**config.mk**
```make
export PLATFORM = sky130hd
export DESIGN_NAME = cpl_inbound_top
export DESIGN_NICKNAME = d
export VERILOG_FILES = /design/src/rtl/cpl_pkg.sv /design/src/rtl/cpl_fifo.sv /design/src/rtl/cpl_inbound_top.sv /design/src/rtl/cpl_tlp_gen.sv
export VERILOG_INCLUDE_DIRS = /design/src /design/src/include
export SDC_FILE = /design/constraint.sdc
export NUM_CORES = 1
export LEC_CHECK = 0
export BUFFER_PORTS_ARGS = -buffer_cell sky130_fd_sc_hd__buf_2
export CAP_MARGIN = 25
export CORE_UTILIZATION = 40
export DETAILED_ROUTE_END_ITERATION = 12
export PLACE_DENSITY_LB_ADDON = 0.12
export SYNTH_ARGS = -nofsm -noshare
export SYNTH_HDL_FRONTEND = slang
export SYNTH_HIERARCHICAL = 1
export SYNTH_SLANG_ARGS = --single-unit
```
**constraint.sdc**
```tcl
create_clock -name clk -period 6.8 [get_ports clk]
set_clock_uncertainty 0.2 [all_clocks]
set_input_delay 1.36 -clock clk [delete_from_list [all_inputs] [get_ports clk]]
set_output_delay 1.36 -clock clk [all_outputs]
set_load 0.01 [all_outputs]
```
**src/include/cpl_defs.svh**
```systemverilog
`ifndef CPL_DEFS_SVH
`define CPL_DEFS_SVH

// ID FIFO, one entry per outstanding non-posted request
`define CPL_ID_DEPTH        16

// Free entries at or below which rx_np_ok drops
`define CPL_ID_ALMOST_FULL  4

// Output beat buffer
`define CPL_TLP_DEPTH       16

`endif

```
**src/rtl/cpl_pkg.sv**
```systemverilog
`default_nettype none

package cpl_pkg;

    // Local bus response code
    typedef enum logic [1:0] {
        OKAY   = 2'b00,
        SLVERR = 2'b10,
        DECERR = 2'b11
    } cpl_resp_t;

    // One entry per non-posted request
    typedef struct packed {
        logic        write;
        logic [2:0]  tc;
        logic [1:0]  attr;
        logic [15:0] reqid;
        logic [7:0]  tag;
    } cpl_id_t;

    // Output stream beat
    typedef struct packed {
        logic        error;
        logic        last;
        logic [31:0] data;
    } cpl_beat_t;

    // Fmt/type field of a 3DW completion
    localparam logic [4:0] CPL_FMT_TYPE  = 5'b01010;

    // Completion status
    localparam logic [2:0] CPL_STATUS_SC = 3'b000;
    localparam logic [2:0] CPL_STATUS_UR = 3'b001;

endpackage

`default_nettype wire

```
**src/rtl/cpl_fifo.sv**
```systemverilog
`timescale 1ns/100ps
`default_nettype none

module cpl_fifo #(
    parameter type T           = logic [31:0],
    parameter int  DEPTH       = 16,
    parameter int  ALMOST_FULL = 1
) (
    input  logic clk,
    input  logic rst,

    input  logic wr_valid,
    input  T     wr_data,
    output logic wr_ready,
    output logic almost_full,

    output logic rd_valid,
    output T     rd_data,
    input  logic rd_ready
);

    localparam int AW = (DEPTH > 1) ? $clog2(DEPTH) : 1;
    localparam int CW = $clog2(DEPTH + 1);

    T              mem [DEPTH];
    logic [AW-1:0] wr_ptr;
    logic [AW-1:0] rd_ptr;
    logic [CW-1:0] count;
    logic [CW-1:0] count_next;
    logic [CW-1:0] mem_count;
    logic          push;
    logic          pop;
    logic          out_free;
    logic          bypass;
    logic          load_mem;

    // Count covers the memory and the output register
    assign wr_ready   = (count != CW'(DEPTH));
    assign push       = wr_valid && wr_ready;
    assign pop        = rd_valid && rd_ready;
    assign mem_count  = count - CW'(rd_valid);
    assign out_free   = !rd_valid || rd_ready;

    // Empty memory lets a write go straight to the output register
    assign bypass     = push && out_free && (mem_count == '0);
    assign load_mem   = out_free && (mem_count != '0);

    assign count_next = count + CW'(push) - CW'(pop);

    function automatic logic [AW-1:0] ptr_inc(input logic [AW-1:0] ptr);
        if (ptr == AW'(DEPTH - 1)) begin
            return '0;
        end
        return ptr + 1'b1;
    endfunction

    always_ff @(posedge clk) begin
        if (rst) begin
            wr_ptr      <= '0;
            rd_ptr      <= '0;
            count       <= '0;
            rd_valid    <= 1'b0;
            almost_full <= 1'b0;
        end else begin
            count       <= count_next;
            almost_full <= (CW'(DEPTH) - count_next) <= CW'(ALMOST_FULL);
            if (push && !bypass) begin
                wr_ptr <= ptr_inc(wr_ptr);
            end
            if (load_mem) begin
                rd_ptr <= ptr_inc(rd_ptr);
            end
            if (bypass || load_mem) begin
                rd_valid <= 1'b1;
            end else if (pop) begin
                rd_valid <= 1'b0;
            end
        end
    end

    always_ff @(posedge clk) begin
        if (push && !bypass) begin
            mem[wr_ptr] <= wr_data;
        end
        if (load_mem) begin
            rd_data <= mem[rd_ptr];
        end else if (bypass) begin
            rd_data <= wr_data;
        end
    end

    // A full FIFO refuses writes and must have its output register loaded
    a_no_write_when_full: assert property (
        @(posedge clk) disable iff (rst)
        !wr_ready |-> rd_valid
    );

    a_count_bound: assert property (
        @(posedge clk) disable iff (rst)
        count <= CW'(DEPTH)
    );

endmodule

`default_nettype wire

```
**src/rtl/cpl_inbound_top.sv**
```systemverilog
`timescale 1ns/100ps
`default_nettype none

`include "cpl_defs.svh"

module cpl_inbound_top import cpl_pkg::*; (
    input  logic        clk,
    input  logic        rst,

    output logic        rx_np_ok,

    // ID entries from the request decoder
    input  logic        tlp_id_valid,
    input  logic        tlp_id_write,
    input  logic [28:0] tlp_id_data,
    output logic        tlp_id_ready,

    input  logic        wr_h_valid,
    input  logic [1:0]  wr_h_resp,
    output logic        wr_h_ready,

    input  logic        rd_h_valid,
    input  logic [6:0]  rd_h_addr,
    input  logic [9:0]  rd_h_len,
    input  logic [11:0] rd_h_bytes,
    input  logic        rd_h_last,
    input  logic [1:0]  rd_h_resp,
    output logic        rd_h_ready,

    input  logic        rd_d_valid,
    input  logic [31:0] rd_d_data,
    input  logic        rd_d_last,
    output logic        rd_d_ready,

    // Completion TLP stream
    output logic        tx_valid,
    output logic [31:0] tx_data,
    output logic        tx_last,
    output logic        tx_error,
    input  logic        tx_ready,

    input  logic [7:0]  bus_number,
    input  logic [4:0]  dev_number,
    input  logic [2:0]  func_number
);

    cpl_id_t   tlp_id_in;
    cpl_id_t   id_entry;
    logic      id_valid;
    logic      id_ready;
    logic      id_almost_full;

    cpl_beat_t beat;
    logic      beat_valid;
    logic      beat_ready;
    cpl_beat_t tx_beat;

    assign tlp_id_in = {tlp_id_write, tlp_id_data};
    assign rx_np_ok  = !id_almost_full;

    cpl_fifo #(
        .T           (cpl_id_t),
        .DEPTH       (`CPL_ID_DEPTH),
        .ALMOST_FULL (`CPL_ID_ALMOST_FULL)
    ) id_fifo (
        .clk         (clk),
        .rst         (rst),
        .wr_valid    (tlp_id_valid),
        .wr_data     (tlp_id_in),
        .wr_ready    (tlp_id_ready),
        .almost_full (id_almost_full),
        .rd_valid    (id_valid),
        .rd_data     (id_entry),
        .rd_ready    (id_ready)
    );

    cpl_tlp_gen tlp_gen (
        .clk         (clk),
        .rst         (rst),
        .id_valid    (id_valid),
        .id_entry    (id_entry),
        .id_ready    (id_ready),
        .wr_h_valid  (wr_h_valid),
        .wr_h_resp   (cpl_resp_t'(wr_h_resp)),
        .wr_h_ready  (wr_h_ready),
        .rd_h_valid  (rd_h_valid),
        .rd_h_addr   (rd_h_addr),
        .rd_h_len    (rd_h_len),
        .rd_h_bytes  (rd_h_bytes),
        .rd_h_last   (rd_h_last),
        .rd_h_resp   (cpl_resp_t'(rd_h_resp)),
        .rd_h_ready  (rd_h_ready),
        .rd_d_valid  (rd_d_valid),
        .rd_d_data   (rd_d_data),
        .rd_d_last   (rd_d_last),
        .rd_d_ready  (rd_d_ready),
        .beat_valid  (beat_valid),
        .beat        (beat),
        .beat_ready  (beat_ready),
        .bus_number  (bus_number),
        .dev_number  (dev_number),
        .func_number (func_number)
    );

    cpl_fifo #(
        .T           (cpl_beat_t),
        .DEPTH       (`CPL_TLP_DEPTH)
    ) tlp_fifo (
        .clk         (clk),
        .rst         (rst),
        .wr_valid    (beat_valid),
        .wr_data     (beat),
        .wr_ready    (beat_ready),
        .almost_full (),
        .rd_valid    (tx_valid),
        .rd_data     (tx_beat),
        .rd_ready    (tx_ready)
    );

    assign tx_data  = tx_beat.data;
    assign tx_last  = tx_beat.last;
    assign tx_error = tx_beat.error;

endmodule

`default_nettype wire

```
**src/rtl/cpl_tlp_gen.sv**
```systemverilog
`timescale 1ns/100ps
`default_nettype none

module cpl_tlp_gen import cpl_pkg::*; (
    input  logic        clk,
    input  logic        rst,

    input  logic        id_valid,
    input  cpl_id_t     id_entry,
    output logic        id_ready,

    input  logic        wr_h_valid,
    input  cpl_resp_t   wr_h_resp,
    output logic        wr_h_ready,

    input  logic        rd_h_valid,
    input  logic [6:0]  rd_h_addr,
    input  logic [9:0]  rd_h_len,
    input  logic [11:0] rd_h_bytes,
    input  logic        rd_h_last,
    input  cpl_resp_t   rd_h_resp,
    output logic        rd_h_ready,

    input  logic        rd_d_valid,
    input  logic [31:0] rd_d_data,
    input  logic        rd_d_last,
    output logic        rd_d_ready,

    output logic        beat_valid,
    output cpl_beat_t   beat,
    input  logic        beat_ready,

    input  logic [7:0]  bus_number,
    input  logic [4:0]  dev_number,
    input  logic [2:0]  func_number
);

    typedef enum logic [2:0] {
        ST_H0,
        ST_H1,
        ST_H2,
        ST_DATA,
        ST_FLUSH_D,
        ST_FLUSH_H
    } state_t;

    state_t      state;
    state_t      next_state;

    logic        h_write;
    logic        h_valid;
    logic        h_ready;
    logic        h_err;
    logic        h_last;
    logic [6:0]  h_addr;
    logic [9:0]  h_len;
    logic [11:0] h_bytes;
    logic        flush_err;

    // Head ID entry picks the header source
    assign h_write    = id_entry.write;
    assign h_valid    = id_valid && (h_write ? wr_h_valid : rd_h_valid);
    assign wr_h_ready = id_valid && h_write && h_ready;
    assign rd_h_ready = id_valid && !h_write && h_ready;
    assign id_ready   = h_ready && h_valid && h_last;

    always_comb begin
        h_addr  = 7'd0;
        h_len   = 10'd1;
        h_bytes = 12'd4;
        h_last  = 1'b1;
        if (h_write) begin
            h_err = (wr_h_resp != OKAY);
        end else begin
            // Later parts of a failed read stay UR
            h_err   = flush_err || (rd_h_resp != OKAY);
            h_addr  = rd_h_addr;
            h_len   = rd_h_len;
            h_bytes = rd_h_bytes;
            h_last  = rd_h_last;
        end
    end

    always_ff @(posedge clk) begin
        if (rst) begin
            state     <= ST_H0;
            flush_err <= 1'b0;
        end else begin
            state <= next_state;
            if (state == ST_FLUSH_D && next_state != ST_FLUSH_D) begin
                flush_err <= (next_state == ST_FLUSH_H);
            end
        end
    end

    always_comb begin
        next_state = state;
        h_ready    = 1'b0;
        rd_d_ready = 1'b0;
        beat_valid = 1'b0;
        beat       = '0;

        case (state)
            ST_H0: begin
                beat.data[30]    = !h_write && !h_err;
                beat.data[28:24] = CPL_FMT_TYPE;
                beat.data[22:20] = id_entry.tc;
                beat.data[13:12] = id_entry.attr;
                beat.data[9:0]   = h_len;
                beat.error       = h_err;
                beat_valid       = h_valid;
                if (h_valid && beat_ready) begin
                    next_state = ST_H1;
                end
            end
            ST_H1: begin
                beat.data[31:16] = {bus_number, dev_number, func_number};
                beat.data[15:13] = h_err ? CPL_STATUS_UR : CPL_STATUS_SC;
                beat.data[11:0]  = h_bytes;
                beat.error       = h_err;
                beat_valid       = 1'b1;
                if (beat_ready) begin
                    next_state = ST_H2;
                end
            end
            ST_H2: begin
                beat.data[31:16] = id_entry.reqid;
                beat.data[15:8]  = id_entry.tag;
                beat.data[6:0]   = h_addr;
                beat.error       = h_err;
                beat.last        = h_write || h_err;
                beat_valid       = 1'b1;
                if (beat_ready) begin
                    if (h_write) begin
                        h_ready    = 1'b1;
                        next_state = ST_H0;
                    end else if (h_err) begin
                        // Header part stays until its data is drained
                        next_state = ST_FLUSH_D;
                    end else begin
                        h_ready    = 1'b1;
                        next_state = ST_DATA;
                    end
                end
            end
            ST_DATA: begin
                beat.data  = rd_d_data;
                beat.last  = rd_d_last;
                beat_valid = rd_d_valid;
                rd_d_ready = beat_ready;
                if (rd_d_valid && rd_d_last && beat_ready) begin
                    next_state = ST_H0;
                end
            end
            ST_FLUSH_D: begin
                rd_d_ready = 1'b1;
                if (rd_d_valid && rd_d_last) begin
                    h_ready    = 1'b1;
                    next_state = h_last ? ST_H0 : ST_FLUSH_H;
                end
            end
            ST_FLUSH_H: begin
                if (h_valid) begin
                    next_state = ST_H0;
                end
            end
            default: begin
                next_state = ST_H0;
            end
        endcase
    end

    a_state_legal: assert property (
        @(posedge clk) disable iff (rst)
        state inside {ST_H0, ST_H1, ST_H2, ST_DATA, ST_FLUSH_D, ST_FLUSH_H}
    );

    // A header part is only popped while its source still offers it
    a_one_header_ready: assert property (
        @(posedge clk) disable iff (rst)
        (wr_h_ready || rd_h_ready) |-> h_valid
    );

    // Stalled header beat holds until the output FIFO takes it
    a_header_hold: assert property (
        @(posedge clk) disable iff (rst)
        beat_valid && !beat_ready && (state inside {ST_H0, ST_H1, ST_H2})
        |=> $stable(beat)
    );

endmodule

`default_nettype wire

```
# Word-level counts from Yosys, hierarchy flattened
# Memory sizes are Yosys's and may differ from the RTL's. A register that Yosys moved wholly into a read port is not among the register bits.
# Index checks and enable logic that the tools add are counted.
[word_totals] register_bits=97 n_memories=2 mem_bits_rw=1024 elab_cells=171
[op_classes] n_reduce_logical=50 magnitude_cmp=1 n_addsub=11 n_eq_ne=13 muxes=75
[memory_table] memory="tlp_fifo.mem" depth=16 width=34 rd=1 rd_clocked_by_memory_dff=1 wr=1 line="cpl_fifo.sv:25" source="T mem [DEPTH];"
[memory_table] memory="id_fifo.mem" depth=16 width=30 rd=1 rd_clocked_by_memory_dff=1 wr=1 line="cpl_fifo.sv:25"
[op_table] op="34-bit two-way mux" n=2
[op_table] op="30-bit two-way mux" n=2
[op_table] op="4-bit two-way mux" n=12
[op_table] op="1-bit two-way mux" n=29
[op_table] op="7-bit case mux with 4 select lines" n=1
[op_table] op="3-bit two-way mux" n=9
[op_table] op="1-bit logical AND" n=24
[op_table] op="5-bit case mux with 4 select lines" n=1
[op_table] op="5-bit by 1-bit subtractor with 5-bit output" n=4
[op_table] op="1-bit case mux with 3 select lines" n=6
[op_table] op="3-bit case mux with 6 select lines" n=1
[op_table] op="6-bit case mux with 3 select lines" n=1
[op_table] op="4-bit by 1-bit adder with 4-bit output (second input constant)" n=4
[op_table] op="4-bit equality test (second input constant)" n=4
[op_table] op="12-bit two-way mux" n=1
[op_table] op="3-bit case mux with 4 select lines" n=1
[op_table] op="2-bit nonzero test" n=6
[op_table] op="5-bit by 1-bit adder with 5-bit output" n=2
[op_table] op="5-bit logical NOT" n=2
[op_table] op="10-bit two-way mux" n=1
[op_table] op="5-bit != test (second input constant)" n=2
[op_table] op="5-bit nonzero test" n=2
[op_table] op="3-bit equality test (second input constant)" n=3
[op_table] op="1-bit case mux with 4 select lines" n=2
[op_table] op="14 further kinds" n=28

# Depth between registers and ports, before layout
# Gate-level depths: netlist (run 1).
[depth] ltp_word=17 ltp_mapped=17 mapped_depth_nobuf=16

# By module
# The synthesis (run 1) kept the hierarchy.
[modules_own_cells] mod="cpl_fifo at tlp_fifo" seq_area_each_um2=17737.0 instances=1 cells_each=1058 area_each_um2=23080.9
[modules_own_cells] mod="cpl_fifo at id_fifo" seq_area_each_um2=15695.1 instances=1 cells_each=933 area_each_um2=20320.7
[modules_own_cells] mod="cpl_tlp_gen" seq_area_each_um2=80.1 instances=1 cells_each=176 area_each_um2=1277.5
[modules_own_cells] mod="cpl_inbound_top" seq_area_each_um2=0.0 instances=1 cells_each=1 area_each_um2=3.8

# Worst setup path after synthesis (run 1)
# OpenSTA, ideal clock, no wires.
[synth_timing] path_kind="input-to-reg" startpoint="input port rd_h_valid" endpoint="memory tlp_fifo/mem[2][0] in the netlist's numbering, enable pin" path_stages=8 arrival_time_ns=5.854 n_path_buf=1 required_ns=6.089 slack_ns=0.235 cell_sequence="mux2_4 > nand2_1 > a211oi_1 > and2_1 > inv_1 > a21oi_2 > buf_2 > nor4bb_1"
[synth_via] elab_chain_len=10
[synth_lines] item="start: declaration" line="cpl_inbound_top.sv:22" source="input logic rd_h_valid,"
[synth_lines] item="1-bit two-way mux *" line="cpl_tlp_gen.sv:62" source="assign h_valid = id_valid && (h_write ? wr_h_valid : rd_h_valid);"
[synth_lines] item="1-bit logical AND *" line="cpl_tlp_gen.sv:62"
[synth_lines] item="1-bit case mux with 3 select lines *" line="cpl_tlp_gen.sv:103" source="case (state)"
[synth_lines] item="via beat_valid" line="cpl_inbound_top.sv:54" source="logic beat_valid;"
[synth_lines] item="1-bit logical AND *" line="cpl_fifo.sv:39" source="assign push = wr_valid && wr_ready;"
[synth_lines] item="1-bit logical AND (2 in series)" line="cpl_fifo.sv:45" source="assign bypass = push && out_free && (mem_count == '0);"
[synth_lines] item="1-bit logical NOT" line="cpl_fifo.sv:82" source="if (push && !bypass) begin"
[synth_lines] item="1-bit logical AND *" line="cpl_fifo.sv:82"
[synth_lines] item="1-bit two-way mux *" line="cpl_fifo.sv:82"
[synth_lines] item="1-bit two-way mux (implied by the code) *" line="cpl_fifo.sv:83" source="mem[wr_ptr] <= wr_data;"
[synth_lines] item="end: declaration" line="cpl_fifo.sv:25"
# The timed path passes the listed nets; every way through them passes the cells marked *.

# Worst setup path after layout (run 1)
[layout_timing] startpoint="register tlp_fifo.count[3]" endpoint="memory id_fifo/mem[8][10] in the netlist's numbering, enable pin"
[layout_via] elab_chain_len=12
[layout_lines] item="start: declaration" line="cpl_fifo.sv:28" source="logic [CW-1:0] count;"
[layout_lines] item="start signal: assignment" line="cpl_fifo.sv:65" source="count <= count_next;"
[layout_lines] item="5-bit != test" line="cpl_fifo.sv:38" source="assign wr_ready = (count != CW'(DEPTH));"
[layout_lines] item="via beat_ready" line="cpl_inbound_top.sv:55" source="logic beat_ready;"
[layout_lines] item="1-bit two-way mux" line="cpl_tlp_gen.sv:133" source="if (beat_ready) begin"
[layout_lines] item="1-bit case mux with 2 select lines" line="cpl_tlp_gen.sv:103"
[layout_lines] item="1-bit logical AND (2 in series)" line="cpl_tlp_gen.sv:65" source="assign id_ready = h_ready && h_valid && h_last;"
[layout_lines] item="via id_ready" line="cpl_inbound_top.sv:50" source="logic id_ready;"
[layout_lines] item="1-bit logical OR" line="cpl_fifo.sv:42" source="assign out_free = !rd_valid || rd_ready;"
[layout_lines] item="1-bit logical AND (2 in series)" line="cpl_fifo.sv:45"
[layout_lines] item="1-bit logical NOT" line="cpl_fifo.sv:82"
[layout_lines] item="1-bit logical AND" line="cpl_fifo.sv:82"
[layout_lines] item="1-bit two-way mux" line="cpl_fifo.sv:82"
[layout_lines] item="1-bit two-way mux (implied by the code)" line="cpl_fifo.sv:83"
[layout_lines] item="end: declaration" line="cpl_fifo.sv:25"
# The timed path passes the listed nets, and every way through them passes these cells.

==> flow_summary.html, run 1 <==
<table>
<tr><th>Metric</th><th>Value</th></tr>
<tr><th colspan="2">Outcome</th></tr>
<tr><td>Status</td><td>complete, no violations</td></tr>
<tr><th colspan="2">Place</th></tr>
<tr><td>Placer congestion estimate</td><td>0.815</td></tr>
<tr><td>Number of port buffers</td><td>159</td></tr>
<tr><td>Placed wire-length estimate after detailed placement</td><td>73,900 µm</td></tr>
<tr><th colspan="2">CTS</th></tr>
<tr><td>Cts bufs inserted</td><td>115</td></tr>
<tr><td>Clock insertion delay at the later pin of the skew report</td><td>0.71 ns</td></tr>
<tr><td>H-tree depth reported by CTS</td><td>3</td></tr>
<tr><td>Master cell of the clock root buffer</td><td>clkbuf_16</td></tr>
<tr><td>Post-CTS Repair Setup Buffers</td><td>0</td></tr>
<tr><td>Maximum buffer depth of the clock tree</td><td>3</td></tr>
<tr><td>CTS tree</td><td>done</td></tr>
<tr><td>Clock slew seen by the registers of the worst setup and hold paths</td><td>0.06 ns</td></tr>
<tr><td>Hold-fix buffers, CTS</td><td>0</td></tr>
<tr><td>CTS sink cnt</td><td>1,129</td></tr>
<tr><td>Cells resized by post-CTS repair</td><td>0</td></tr>
<tr><th colspan="2">Setup path</th></tr>
<tr><td>Endpoint required time on the critical path</td><td>6.91 ns</td></tr>
<tr><td>Critical path launch point type</td><td>flop</td></tr>
<tr><td>Kind of end point of the critical path</td><td>flop</td></tr>
<tr><td>Critical path class</td><td>flop to flop</td></tr>
<tr><td>Crit Path Max Fanout</td><td>30</td></tr>
<tr><td>WP data arrival</td><td>5.05 ns</td></tr>
<tr><th colspan="2">Layout</th></tr>
<tr><td>Area added between synthesis and finish</td><td>15.3%</td></tr>
<tr><td>Final net count</td><td>2,544</td></tr>
<tr><td>Number of inserted filler cells in the final layout</td><td>9,328</td></tr>
<tr><td>Ratio of cells with drive above 1 in the final layout</td><td>32.4%</td></tr>
<tr><th colspan="2">Synth</th></tr>
<tr><td>Synthesized cell area</td><td>44,600 µm²</td></tr>
<tr><td>Ys Warns</td><td>6</td></tr>
<tr><td>Avg Synthesized Cell Area</td><td>20.7 µm²</td></tr>
<tr><td>Cell count after synthesis</td><td>2,155</td></tr>
<tr><td>Post-synthesis net count</td><td>2,305</td></tr>
<tr><th colspan="2">Hold path</th></tr>
<tr><td>Type of the worst min-delay path</td><td>flop to flop</td></tr>
<tr><th colspan="2">Power and ir drop</th></tr>
<tr><td>Total power divided by cell area</td><td>375 nW/µm²</td></tr>
<tr><td>Total power</td><td>19.3 mW</td></tr>
<tr><td>Cell leakage power</td><td>16.5 nW</td></tr>
<tr><td>Worst IR Drop VDD</td><td>0.235 mV</td></tr>
<tr><th colspan="2">Timing</th></tr>
<tr><td>Period utilization</td><td>72.7%</td></tr>
<tr><td>Transition at the pin with the smallest max-transition slack</td><td>1.04 ns</td></tr>
<tr><td>Maximum clock frequency</td><td>202 MHz</td></tr>
<tr><td>Final TNS setup</td><td>0 ns</td></tr>
<tr><td>Number of endpoints failing setup at the final stage</td><td>0</td></tr>
<tr><td>Worst max-slew margin expressed relative to the limit</td><td>30.3%</td></tr>
<tr><td>Final max-slew violation count</td><td>0</td></tr>
<tr><td>Setup repair after global routing missed its margin</td><td>no</td></tr>
<tr><td>Number of endpoints with negative hold slack in the final report</td><td>0</td></tr>
<tr><td>Worst hold slack</td><td>0.321 ns</td></tr>
<tr><td>Crit path time final</td><td>4.94 ns</td></tr>
<tr><th colspan="2">Global route</th></tr>
<tr><td>Global-route wire length before repair</td><td>164,000 µm</td></tr>
<tr><td>GRT Residual Overflow</td><td>0</td></tr>
<tr><td>Via count of the first global-routing pass</td><td>22,626</td></tr>
<tr><td>Largest net degree at the start of global routing</td><td>77</td></tr>
<tr><td>Initial antenna violation count</td><td>14</td></tr>
<tr><td>GRT Resource Usage Total</td><td>20.6%</td></tr>
<tr><th colspan="2">Route</th></tr>
<tr><td>Routed WL</td><td>115,000 µm</td></tr>
<tr><td>Drt initial violations</td><td>2,284</td></tr>
<tr><td>Routed vias/inst</td><td>5.59</td></tr>
<tr><td>Routed wire per std cell</td><td>29.0 µm</td></tr>
<tr><td>Iteration count of the initial detailed-routing pass</td><td>5</td></tr>
<tr><td>Count of nets left with antenna violations after detail routing</td><td>0</td></tr>
<tr><td>DR vias</td><td>22,248</td></tr>
<tr><td>DRC errors left</td><td>0</td></tr>
<tr><th colspan="2">Floorplanning</th></tr>
<tr><td>Starting Density</td><td>40.3%</td></tr>
<tr><td>Rows</td><td>122</td></tr>
<tr><td>Count of boundary I/O pins</td><td>160</td></tr>
<tr><td>Chip Height</td><td>336 µm</td></tr>
<tr><td>Core area</td><td>111,000 µm²</td></tr>
<tr><td>Die X-Extent</td><td>336 µm</td></tr>
<tr><td>Die Area</td><td>113,000 µm²</td></tr>
<tr><th colspan="2">Job</th></tr>
<tr><td>Max-cap violation count</td><td>0</td></tr>
</table>
## cell type report
class	count	area, µm²	share of cell area [%]
antenna	4	10.0	0.0195
clock buffer	152	3070	5.97
clock inverter	59	588	1.14
inverter	30	113	0.219
multi-input combinational	882	10700	20.8
sequential	1129	33500	65.2
tap	1488	1860	3.62
timing repair buffer	236	1560	3.04
## through the flow
| step | instances | utilization (%) | cell area [µm²] | setup WS, ns |
|---|---|---|---|---|
| after floorplan | 2155 | - | 44600 | 0.235 |
| after global placement | 3751 | 43.0 | 47500 | 1.48 |
| after detailed placement | 3758 | 43.0 | 47600 | 1.36 |
| after CTS | 3969 | 46.4 | 51200 | 1.73 |
| after global routing | 3978 | 46.5 | 51400 | 1.42 |
| final | 3980 | 46.5 | 51400 | 1.86 |
## registers in the layout (all words and copies together) (netlist names), 3 cells and up, named ones only
register and cells:
id_fifo/wr_ptr 4, tlp_fifo/mem 544, tlp_fifo/rd_data 34, tlp_gen/state 3, tlp_fifo/rd_ptr 4, id_fifo/rd_ptr 4
id_fifo/mem 480, id_fifo/rd_data 30, id_fifo/count 5, tlp_fifo/count 5, tlp_fifo/wr_ptr 4
## path summary, 6_finish.rpt
check / depth (start not counted) / slack [ns] / from / endpoint
worst max-delay path: 10 / 1.86 / tlp_fifo/count[3] / id_fifo/mem[8][10]
worst min-delay path: 2 / 0.32 / tlp_fifo/rd_ptr[1] / flop
worst max register to register: 10 / 1.86 / tlp_fifo/count[3] / id_fifo/mem[8][10]
worst min register to register: 2 / 0.32 / tlp_fifo/rd_ptr[1] / flop
## critical path: stages, from the launching register on
cell and delay, ns:
dfxtp_1 0.31, inv_1 0.16, ha_1 0.22, nand4bb_1 0.56, o211ai_1 0.28, a21oi_1 0.12
nor3b_1 0.22, nor2b_1 0.49, nor3_1 0.26, a21oi_1 0.73, and4b_2 0.98
## cells in the final DEF, fill, tap and decap left out, drive strengths merged, types with 11 or more instances in the layout
master,n
dfxtp,41
clkbuf,152
nor2,50
nor2b,22
clkinv,45
mux2i,22
edfxtp,1088
o21ai,18
inv,33
mux2,80
and2,11
mux4,260
a22oi,144
and4b,11
buf,236
ha,28
a21oi,25
nand2b,18
nand2,92
## report_power, final
group          total (mW)  switching [mW]  internal [mW]
Combinational        4.37            2.51           1.86
Sequential           8.79           0.307           8.48
Clock                6.12            2.61           3.51
## metal layers
layer | track usage (%) | vias up | share of wire, %
li1 | - | 9457 | -
met3 | 4.64 | 147 | 7.4
met1 | 29.9 | 11859 | 45
met4 | 5.47 | 2 | 2.2
met2 | 31.3 | 783 | 46
met5 | 0 | - | 0.0069
(Power assumes the default switching activity.)
==> inputs of run 2 (changes only) <==
Clock period 6.8 ns to 5 ns, I/O delays scaled along.
==> run 2 against run 1 <==
  * Combinational power grew 31%
  * Hold slack gained 0.0057 ns
  * Clock power up 42%
  * Critical path depth fell by 2
  * Final area increased by 1.2%
  * Utilization is 0.57 points higher
==> flow_summary.html, run 2 (same netlist as run 1, synthesis figures left out) <==
<table>
<tr><th>Metric</th><th>Value</th></tr>
<tr><th colspan="2">Setup path</th></tr>
<tr><td>Critical path launch point type</td><td>flop</td></tr>
<tr><td>Worst setup path startpoint</td><td>tlp_fifo/count[2]</td></tr>
<tr><td>Worst R2R Setup Slack</td><td>1.13 ns</td></tr>
<tr><td>Endpoint required time on the critical path</td><td>3.80 ns</td></tr>
<tr><td>Kind of end point of the critical path</td><td>output pin</td></tr>
<tr><td>WP data arrival</td><td>2.72 ns</td></tr>
<tr><td>Startpoint of the lowest-slack register-to-register path</td><td>tlp_fifo/count[2]</td></tr>
<tr><td>Crit Path Max Fanout</td><td>5</td></tr>
<tr><td>Critical path class</td><td>flop to output pin</td></tr>
<tr><th colspan="2">Power and ir drop</th></tr>
<tr><td>Total power divided by cell area</td><td>507 nW/µm²</td></tr>
<tr><td>Total power</td><td>26.4 mW</td></tr>
<tr><td>Worst IR Drop VDD</td><td>0.282 mV</td></tr>
<tr><td>Cell leakage power</td><td>16.8 nW</td></tr>
<tr><th colspan="2">Route</th></tr>
<tr><td>DR vias</td><td>22,195</td></tr>
<tr><td>DRC errors left</td><td>0</td></tr>
<tr><td>Count of nets left with antenna violations after detail routing</td><td>0</td></tr>
<tr><td>Routed vias/inst</td><td>5.53</td></tr>
<tr><td>Iteration count of the initial detailed-routing pass</td><td>7</td></tr>
<tr><td>Routed wire per std cell</td><td>28.0 µm</td></tr>
<tr><td>Drt initial violations</td><td>1,790</td></tr>
<tr><td>Routed WL</td><td>112,000 µm</td></tr>
<tr><th colspan="2">Outcome</th></tr>
<tr><td>Status</td><td>complete, no violations</td></tr>
<tr><th colspan="2">CTS</th></tr>
<tr><td>Cells resized by post-CTS repair</td><td>0</td></tr>
<tr><td>CTS sink cnt</td><td>1,129</td></tr>
<tr><td>Clock insertion delay at the later pin of the skew report</td><td>0.71 ns</td></tr>
<tr><td>Cts bufs inserted</td><td>118</td></tr>
<tr><td>Master cell of the clock root buffer</td><td>clkbuf_16</td></tr>
<tr><td>Clock slew seen by the registers of the worst setup and hold paths</td><td>0.06 ns</td></tr>
<tr><td>CTS tree</td><td>done</td></tr>
<tr><td>Hold-fix buffers, CTS</td><td>0</td></tr>
<tr><td>Maximum buffer depth of the clock tree</td><td>3</td></tr>
<tr><td>Post-CTS Repair Setup Buffers</td><td>0</td></tr>
<tr><td>H-tree depth reported by CTS</td><td>3</td></tr>
<tr><th colspan="2">Timing</th></tr>
<tr><td>Worst max-slew margin expressed relative to the limit</td><td>28.0%</td></tr>
<tr><td>Worst hold slack</td><td>0.327 ns</td></tr>
<tr><td>Period utilization</td><td>78.5%</td></tr>
<tr><td>Final max-slew violation count</td><td>0</td></tr>
<tr><td>Maximum clock frequency</td><td>255 MHz</td></tr>
<tr><td>Number of endpoints failing setup at the final stage</td><td>0</td></tr>
<tr><td>Setup repair after global routing missed its margin</td><td>no</td></tr>
<tr><td>Number of endpoints with negative hold slack in the final report</td><td>0</td></tr>
<tr><td>Transition at the pin with the smallest max-transition slack</td><td>1.08 ns</td></tr>
<tr><td>Final TNS setup</td><td>0 ns</td></tr>
<tr><td>Crit path time final</td><td>3.92 ns</td></tr>
<tr><th colspan="2">Place</th></tr>
<tr><td>Placed Cells</td><td>3,784</td></tr>
<tr><td>Placed wire-length estimate after detailed placement</td><td>66,700 µm</td></tr>
<tr><td>Placer congestion estimate</td><td>0.760</td></tr>
<tr><td>Number of port buffers</td><td>159</td></tr>
<tr><th colspan="2">Floorplanning</th></tr>
<tr><td>Rows</td><td>122</td></tr>
<tr><td>Die Area</td><td>113,000 µm²</td></tr>
<tr><td>Count of boundary I/O pins</td><td>160</td></tr>
<tr><td>Core area</td><td>111,000 µm²</td></tr>
<tr><td>Die X-Extent</td><td>336 µm</td></tr>
<tr><td>Chip Height</td><td>336 µm</td></tr>
<tr><td>Starting Density</td><td>40.3%</td></tr>
<tr><th colspan="2">Layout</th></tr>
<tr><td>Post-route core utilization</td><td>47.1%</td></tr>
<tr><td>Highest-count cells in the layout ignoring fill and taps</td><td>edfxtp_1 (1,088), mux4_2 (260), buf_2 (159)</td></tr>
<tr><td>Max FFs per register</td><td>544</td></tr>
<tr><td>Largest registers</td><td>tlp_fifo/mem (544), id_fifo/mem (480), tlp_fifo/rd_data (34)</td></tr>
<tr><td>Area taken by flip-flops and latches</td><td>33,500 µm²</td></tr>
<tr><td>Area used by multi-input combinational logic</td><td>10,600 µm²</td></tr>
<tr><td>Area added between synthesis and finish</td><td>16.7%</td></tr>
<tr><td>Number of inserted filler cells in the final layout</td><td>9,257</td></tr>
<tr><td>Ratio of cells with drive above 1 in the final layout</td><td>33.2%</td></tr>
<tr><td>Finished Layout Cells</td><td>4,010</td></tr>
<tr><td>Most frequent standard cell in the layout excluding fill and tap cells</td><td>edfxtp_1</td></tr>
<tr><td>Final net count</td><td>2,568</td></tr>
<tr><td>Top reg by flops</td><td>tlp_fifo/mem</td></tr>
<tr><th colspan="2">Global route</th></tr>
<tr><td>Initial antenna violation count</td><td>4</td></tr>
<tr><td>Global-route wire length before repair</td><td>163,000 µm</td></tr>
<tr><td>GRT Resource Usage Total</td><td>20.2%</td></tr>
<tr><td>Via count of the first global-routing pass</td><td>23,204</td></tr>
<tr><td>GRT Residual Overflow</td><td>0</td></tr>
<tr><td>Largest net degree at the start of global routing</td><td>85</td></tr>
<tr><th colspan="2">Job</th></tr>
<tr><td>Max-cap violation count</td><td>0</td></tr>
<tr><th colspan="2">Hold path</th></tr>
<tr><td>Launch instance of the worst min-delay path</td><td>tlp_fifo/rd_ptr[1]</td></tr>
<tr><td>Type of the worst min-delay path</td><td>flop to flop</td></tr>
</table>
## run 2: cell types whose count changed in the layout (fill, tap and decap cells not counted), moves of 4 or more
cell and change:
clkinv_2 +13, buf_8 -5, clkbuf_8 -5, clkbuf_16 +5, nor2_2 -7, clkbuf_1 -12
bufinv_16 +4, buf_12 +32, nor2_1 +7
## run 2: worst paths after layout
kind,endpoint,cells after the start
min reg2reg,flop,2
min,flop,2
max reg2reg,id_fifo/mem[11][10],12
max,rd_h_ready,8
## run 2: worst max-delay path, stage by stage, from the launching register on
cell	delay (ns)
dfxtp_1	0.41
inv_1	0.12
ha_1	0.23
nand4bb_1	0.29
o211ai_1	0.16
a21oi_1	0.21
buf_4	0.19
and3b_1	0.23
buf_2	0.16
## run 2: power breakdown
part	switching (mW)	total, mW	leakage (nW)	internal (mW)
Clock	3.63	8.68	1.89	5.05
Combinational	3.17	5.74	4.60	2.57
Sequential	0.442	12.0	10.3	11.5
Total	7.24	26.4	16.8	19.2
## run 2: layout make-up
cell class / instances / share of cell area [%]
multi-input cells: 882 / 20.5
flip-flops and latches: 1129 / 64.4
repair buffers: 257 / 3.92
well taps: 1488 / 3.58
clock buffers: 140 / 5.92
clock inverters: 82 / 1.47
inverters: 30 / 0.216
diodes: 2 / 0.00962
## run 2: stage by stage
step                worst slack, ns  area (µm²)
CTS                            1.03       52000
detailed placement            0.661       48100
floorplan                    -0.588       44600
finish                         1.08       52000
global route                  0.961       52000
global placement              0.600       48000
## run 2: per-layer routing
metal / share of wire, % / global-route usage, % / vias to the layer above
met1: 43 / 27.6 / 11935
met5: 0.029 / 0 / -
met4: 2.4 / 5.76 / 4
met3: 4.3 / 2.72 / 165
li1: - / - / 9526
met2: 50 / 33.9 / 565
==> inputs of run 3 (changes only) <==
Settings changed: ABC_AREA from default to 1.
Clock period 5 ns to 3.8 ns, I/O delays scaled along.
==> run 3 against run 2 <==
  * Combinational power is 110% higher
  * Clock power up 27%
  * Critical path type unchanged
  * Worst setup slack worse by 0.66 ns
  * Synthesized cell count increased by 87%
  * Flip-flop and latch count is the same
  * Sequential power rose by 35%
  * Register-to-register slack worse by 0.65 ns
  * Hold slack lost 0.12 ns
  * Die area up 4.6%
==> flow_summary.html, run 3 <==
<table>
<tr><th>Metric</th><th>Value</th></tr>
<tr><th colspan="2">Outcome</th></tr>
<tr><td>Status</td><td>complete, no violations</td></tr>
<tr><th colspan="2">Global route</th></tr>
<tr><td>GRT Resource Usage Total</td><td>22.9%</td></tr>
<tr><td>GRT Residual Overflow</td><td>0</td></tr>
<tr><td>Initial antenna violation count</td><td>7</td></tr>
<tr><td>Via count of the first global-routing pass</td><td>29,538</td></tr>
<tr><td>Global-route wire length before repair</td><td>198,000 µm</td></tr>
<tr><td>Largest net degree at the start of global routing</td><td>178</td></tr>
<tr><th colspan="2">Timing</th></tr>
<tr><td>Transition at the pin with the smallest max-transition slack</td><td>1.01 ns</td></tr>
<tr><td>Worst max-slew margin expressed relative to the limit</td><td>32.9%</td></tr>
<tr><td>Worst hold slack</td><td>0.211 ns</td></tr>
<tr><td>Period utilization</td><td>89.0%</td></tr>
<tr><td>Maximum clock frequency</td><td>296 MHz</td></tr>
<tr><td>Number of endpoints failing setup at the final stage</td><td>0</td></tr>
<tr><td>Final max-slew violation count</td><td>0</td></tr>
<tr><td>Number of endpoints with negative hold slack in the final report</td><td>0</td></tr>
<tr><td>Final TNS setup</td><td>0 ns</td></tr>
<tr><td>Setup repair after global routing missed its margin</td><td>no</td></tr>
<tr><td>Crit path time final</td><td>3.38 ns</td></tr>
<tr><th colspan="2">CTS</th></tr>
<tr><td>Master cell of the clock root buffer</td><td>clkbuf_16</td></tr>
<tr><td>Clock insertion delay at the later pin of the skew report</td><td>0.73 ns</td></tr>
<tr><td>CTS sink cnt</td><td>1,129</td></tr>
<tr><td>Cells resized by post-CTS repair</td><td>0</td></tr>
<tr><td>CTS tree</td><td>done</td></tr>
<tr><td>Hold-fix buffers, CTS</td><td>0</td></tr>
<tr><td>Cts bufs inserted</td><td>119</td></tr>
<tr><td>Maximum buffer depth of the clock tree</td><td>3</td></tr>
<tr><td>H-tree depth reported by CTS</td><td>3</td></tr>
<tr><td>Clock slew seen by the registers of the worst setup and hold paths</td><td>0.06 ns</td></tr>
<tr><td>Post-CTS Repair Setup Buffers</td><td>0</td></tr>
<tr><th colspan="2">Setup path</th></tr>
<tr><td>Capturing element of the worst setup path</td><td>rd_d_ready</td></tr>
<tr><td>Worst R2R Setup Slack</td><td>0.48 ns</td></tr>
<tr><td>Family with the most delay on the worst path</td><td>buffers and inverters</td></tr>
<tr><td>Startpoint of the lowest-slack register-to-register path</td><td>tlp_fifo/count[2]</td></tr>
<tr><td>Crit Path Max Fanout</td><td>35</td></tr>
<tr><td>Master of the slowest instance on the critical path</td><td>buf_4</td></tr>
<tr><td>Worst setup path startpoint</td><td>tlp_gen/state[0]</td></tr>
<tr><td>Endpoint required time on the critical path</td><td>2.84 ns</td></tr>
<tr><td>Sum of buffers and inverters on the critical path</td><td>3</td></tr>
<tr><td>WP data arrival</td><td>2.42 ns</td></tr>
<tr><td>Critical path launch point type</td><td>flop</td></tr>
<tr><td>Critical path class</td><td>flop to output pin</td></tr>
<tr><td>Capture instance of the worst register-to-register path</td><td>id_fifo/mem[9][24]</td></tr>
<tr><td>Register-to-Register Path Depth</td><td>16</td></tr>
<tr><td>Maximum single-stage delay on the critical path</td><td>0.57 ns</td></tr>
<tr><td>Cell Chain, Critical Path</td><td>inv_1 &gt; nor3_4 &gt; buf_4 &gt; nand2_1 &gt; nand2_1 &gt; buf_2</td></tr>
<tr><td>Number of cells on the critical path</td><td>6</td></tr>
<tr><td>Crit path top cell by count</td><td>nand2_1</td></tr>
<tr><td>Kind of end point of the critical path</td><td>output pin</td></tr>
<tr><th colspan="2">Layout</th></tr>
<tr><td>Final net count</td><td>4,361</td></tr>
<tr><td>Area added between synthesis and finish</td><td>14.6%</td></tr>
<tr><td>Final Cell Area</td><td>53,500 µm²</td></tr>
<tr><td>Finished Layout Cells</td><td>5,810</td></tr>
<tr><td>Highest-count cells in the layout ignoring fill and taps</td><td>nand2_1 (1,470), edfxtp_1 (1,088), nand3_1 (683)</td></tr>
<tr><td>Top reg by flops</td><td>tlp_fifo/mem</td></tr>
<tr><td>Most frequent standard cell in the layout excluding fill and tap cells</td><td>nand2_1</td></tr>
<tr><td>Ratio of cells with drive above 1 in the final layout</td><td>12.1%</td></tr>
<tr><td>Max FFs per register</td><td>544</td></tr>
<tr><td>Largest registers</td><td>tlp_fifo/mem (544), id_fifo/mem (480), tlp_fifo/rd_data (34)</td></tr>
<tr><td>Number of inserted filler cells in the final layout</td><td>10,489</td></tr>
<tr><td>Diodes inserted</td><td>0</td></tr>
<tr><th colspan="2">Synth</th></tr>
<tr><td>Avg Synthesized Cell Area</td><td>11.6 µm²</td></tr>
<tr><td>Post-synthesis net count</td><td>4,187</td></tr>
<tr><td>Synthesized cell area</td><td>46,700 µm²</td></tr>
<tr><td>Ys Warns</td><td>6</td></tr>
<tr><td>Cell count after synthesis</td><td>4,037</td></tr>
<tr><th colspan="2">Power and ir drop</th></tr>
<tr><td>Cell leakage power</td><td>19.6 nW</td></tr>
<tr><td>Total power divided by cell area</td><td>730 nW/µm²</td></tr>
<tr><td>Worst IR Drop VDD</td><td>0.562 mV</td></tr>
<tr><th colspan="2">Place</th></tr>
<tr><td>Placer congestion estimate</td><td>0.851</td></tr>
<tr><td>Placed cell areas</td><td>49,800 µm²</td></tr>
<tr><td>Placed wire-length estimate after detailed placement</td><td>80,100 µm</td></tr>
<tr><td>Placed Cells</td><td>5,602</td></tr>
<tr><td>Number of port buffers</td><td>159</td></tr>
<tr><th colspan="2">Floorplanning</th></tr>
<tr><td>Die X-Extent</td><td>344 µm</td></tr>
<tr><td>Starting Density</td><td>40.6%</td></tr>
<tr><td>Die Area</td><td>118,000 µm²</td></tr>
<tr><td>Rows</td><td>124</td></tr>
<tr><td>Chip Height</td><td>344 µm</td></tr>
<tr><td>Core area</td><td>115,000 µm²</td></tr>
<tr><td>Count of boundary I/O pins</td><td>160</td></tr>
<tr><th colspan="2">Route</th></tr>
<tr><td>DR vias</td><td>30,771</td></tr>
<tr><td>Routed vias/inst</td><td>5.30</td></tr>
<tr><td>Drt initial violations</td><td>2,651</td></tr>
<tr><td>Iteration count of the initial detailed-routing pass</td><td>6</td></tr>
<tr><td>DRC errors left</td><td>0</td></tr>
<tr><td>Count of nets left with antenna violations after detail routing</td><td>0</td></tr>
<tr><td>Routed wire per std cell</td><td>23.4 µm</td></tr>
<tr><td>Routed WL</td><td>136,000 µm</td></tr>
<tr><th colspan="2">Job</th></tr>
<tr><td>Max-cap violation count</td><td>0</td></tr>
<tr><th colspan="2">Hold path</th></tr>
<tr><td>Type of the worst min-delay path</td><td>primary input to flop</td></tr>
</table>
==> run 3: per-layer routing <==
| layer | wire (µm) | share of wire [%] | track usage (%) | vias to the layer above |
|---|---|---|---|---|
| li1 | - | - | - | 14502 |
| met5 | 50 | 0.037 | 0 | - |
| met2 | 62700 | 46 | 36.2 | 948 |
| met1 | 58900 | 43 | 31.1 | 15101 |
| met3 | 10400 | 7.7 | 5.65 | 212 |
| met4 | 3730 | 2.7 | 7.18 | 8 |
==> run 3: per-stage QoR <==
step / setup WS (ns) / power, mW / utilization, %
finish: 0.419 / 39.0 / 46.5
global placement: 0.273 / 28.3 / 43.4
CTS: 0.390 / 39.4 / 46.5
detailed placement: 0.268 / 28.4 / 43.4
global route: 0.119 / 41.0 / 46.5
floorplan: -0.694 / 23.6 / -
==> run 3: worst min-delay path by stage <==
stage                     slack (ns)  depth (start not counted)                 to         startpoint
after floorplan                 0.24                          2  tlp_gen/flush_err  tlp_gen/flush_err
after global placement          0.27                          2  tlp_gen/flush_err  tlp_gen/flush_err
after detailed placement        0.27                          2  tlp_gen/flush_err  tlp_gen/flush_err
after CTS                       0.16                          2  tlp_fifo/count[2]                rst
after global routing            0.20                          2  tlp_fifo/count[0]                rst
final                           0.21                          2  tlp_fifo/count[3]                rst
==> run 3: worst reg2reg max path: cells and delay by family, from the launching register on <==
kind | cells | cell delay [ns]
adders and majority gates | 1 | 0.19
AOI/OAI and AO/OA | 1 | 0.22
buffers and inverters | 6 | 0.85
DFF | 1 | 0.33
and+or+nand+nor | 8 | 1.28
==> run 3: final cells by class <==
class	instances	area, µm²	area share (%)
flip-flops and latches	1129	33500	62.7
multi-input cells	2586	11900	22.2
clock buffers	155	3120	5.84
repair buffers	290	2240	4.19
well taps	1512	1890	3.54
clock inverters	53	498	0.931
inverters	85	340	0.637
==> run 3: power by group <==
part           switching (mW)  internal [mW]  total (mW)
Clock                    4.80           6.23        11.0
Sequential              0.495           15.7        16.2
Combinational            8.57           3.23        11.8
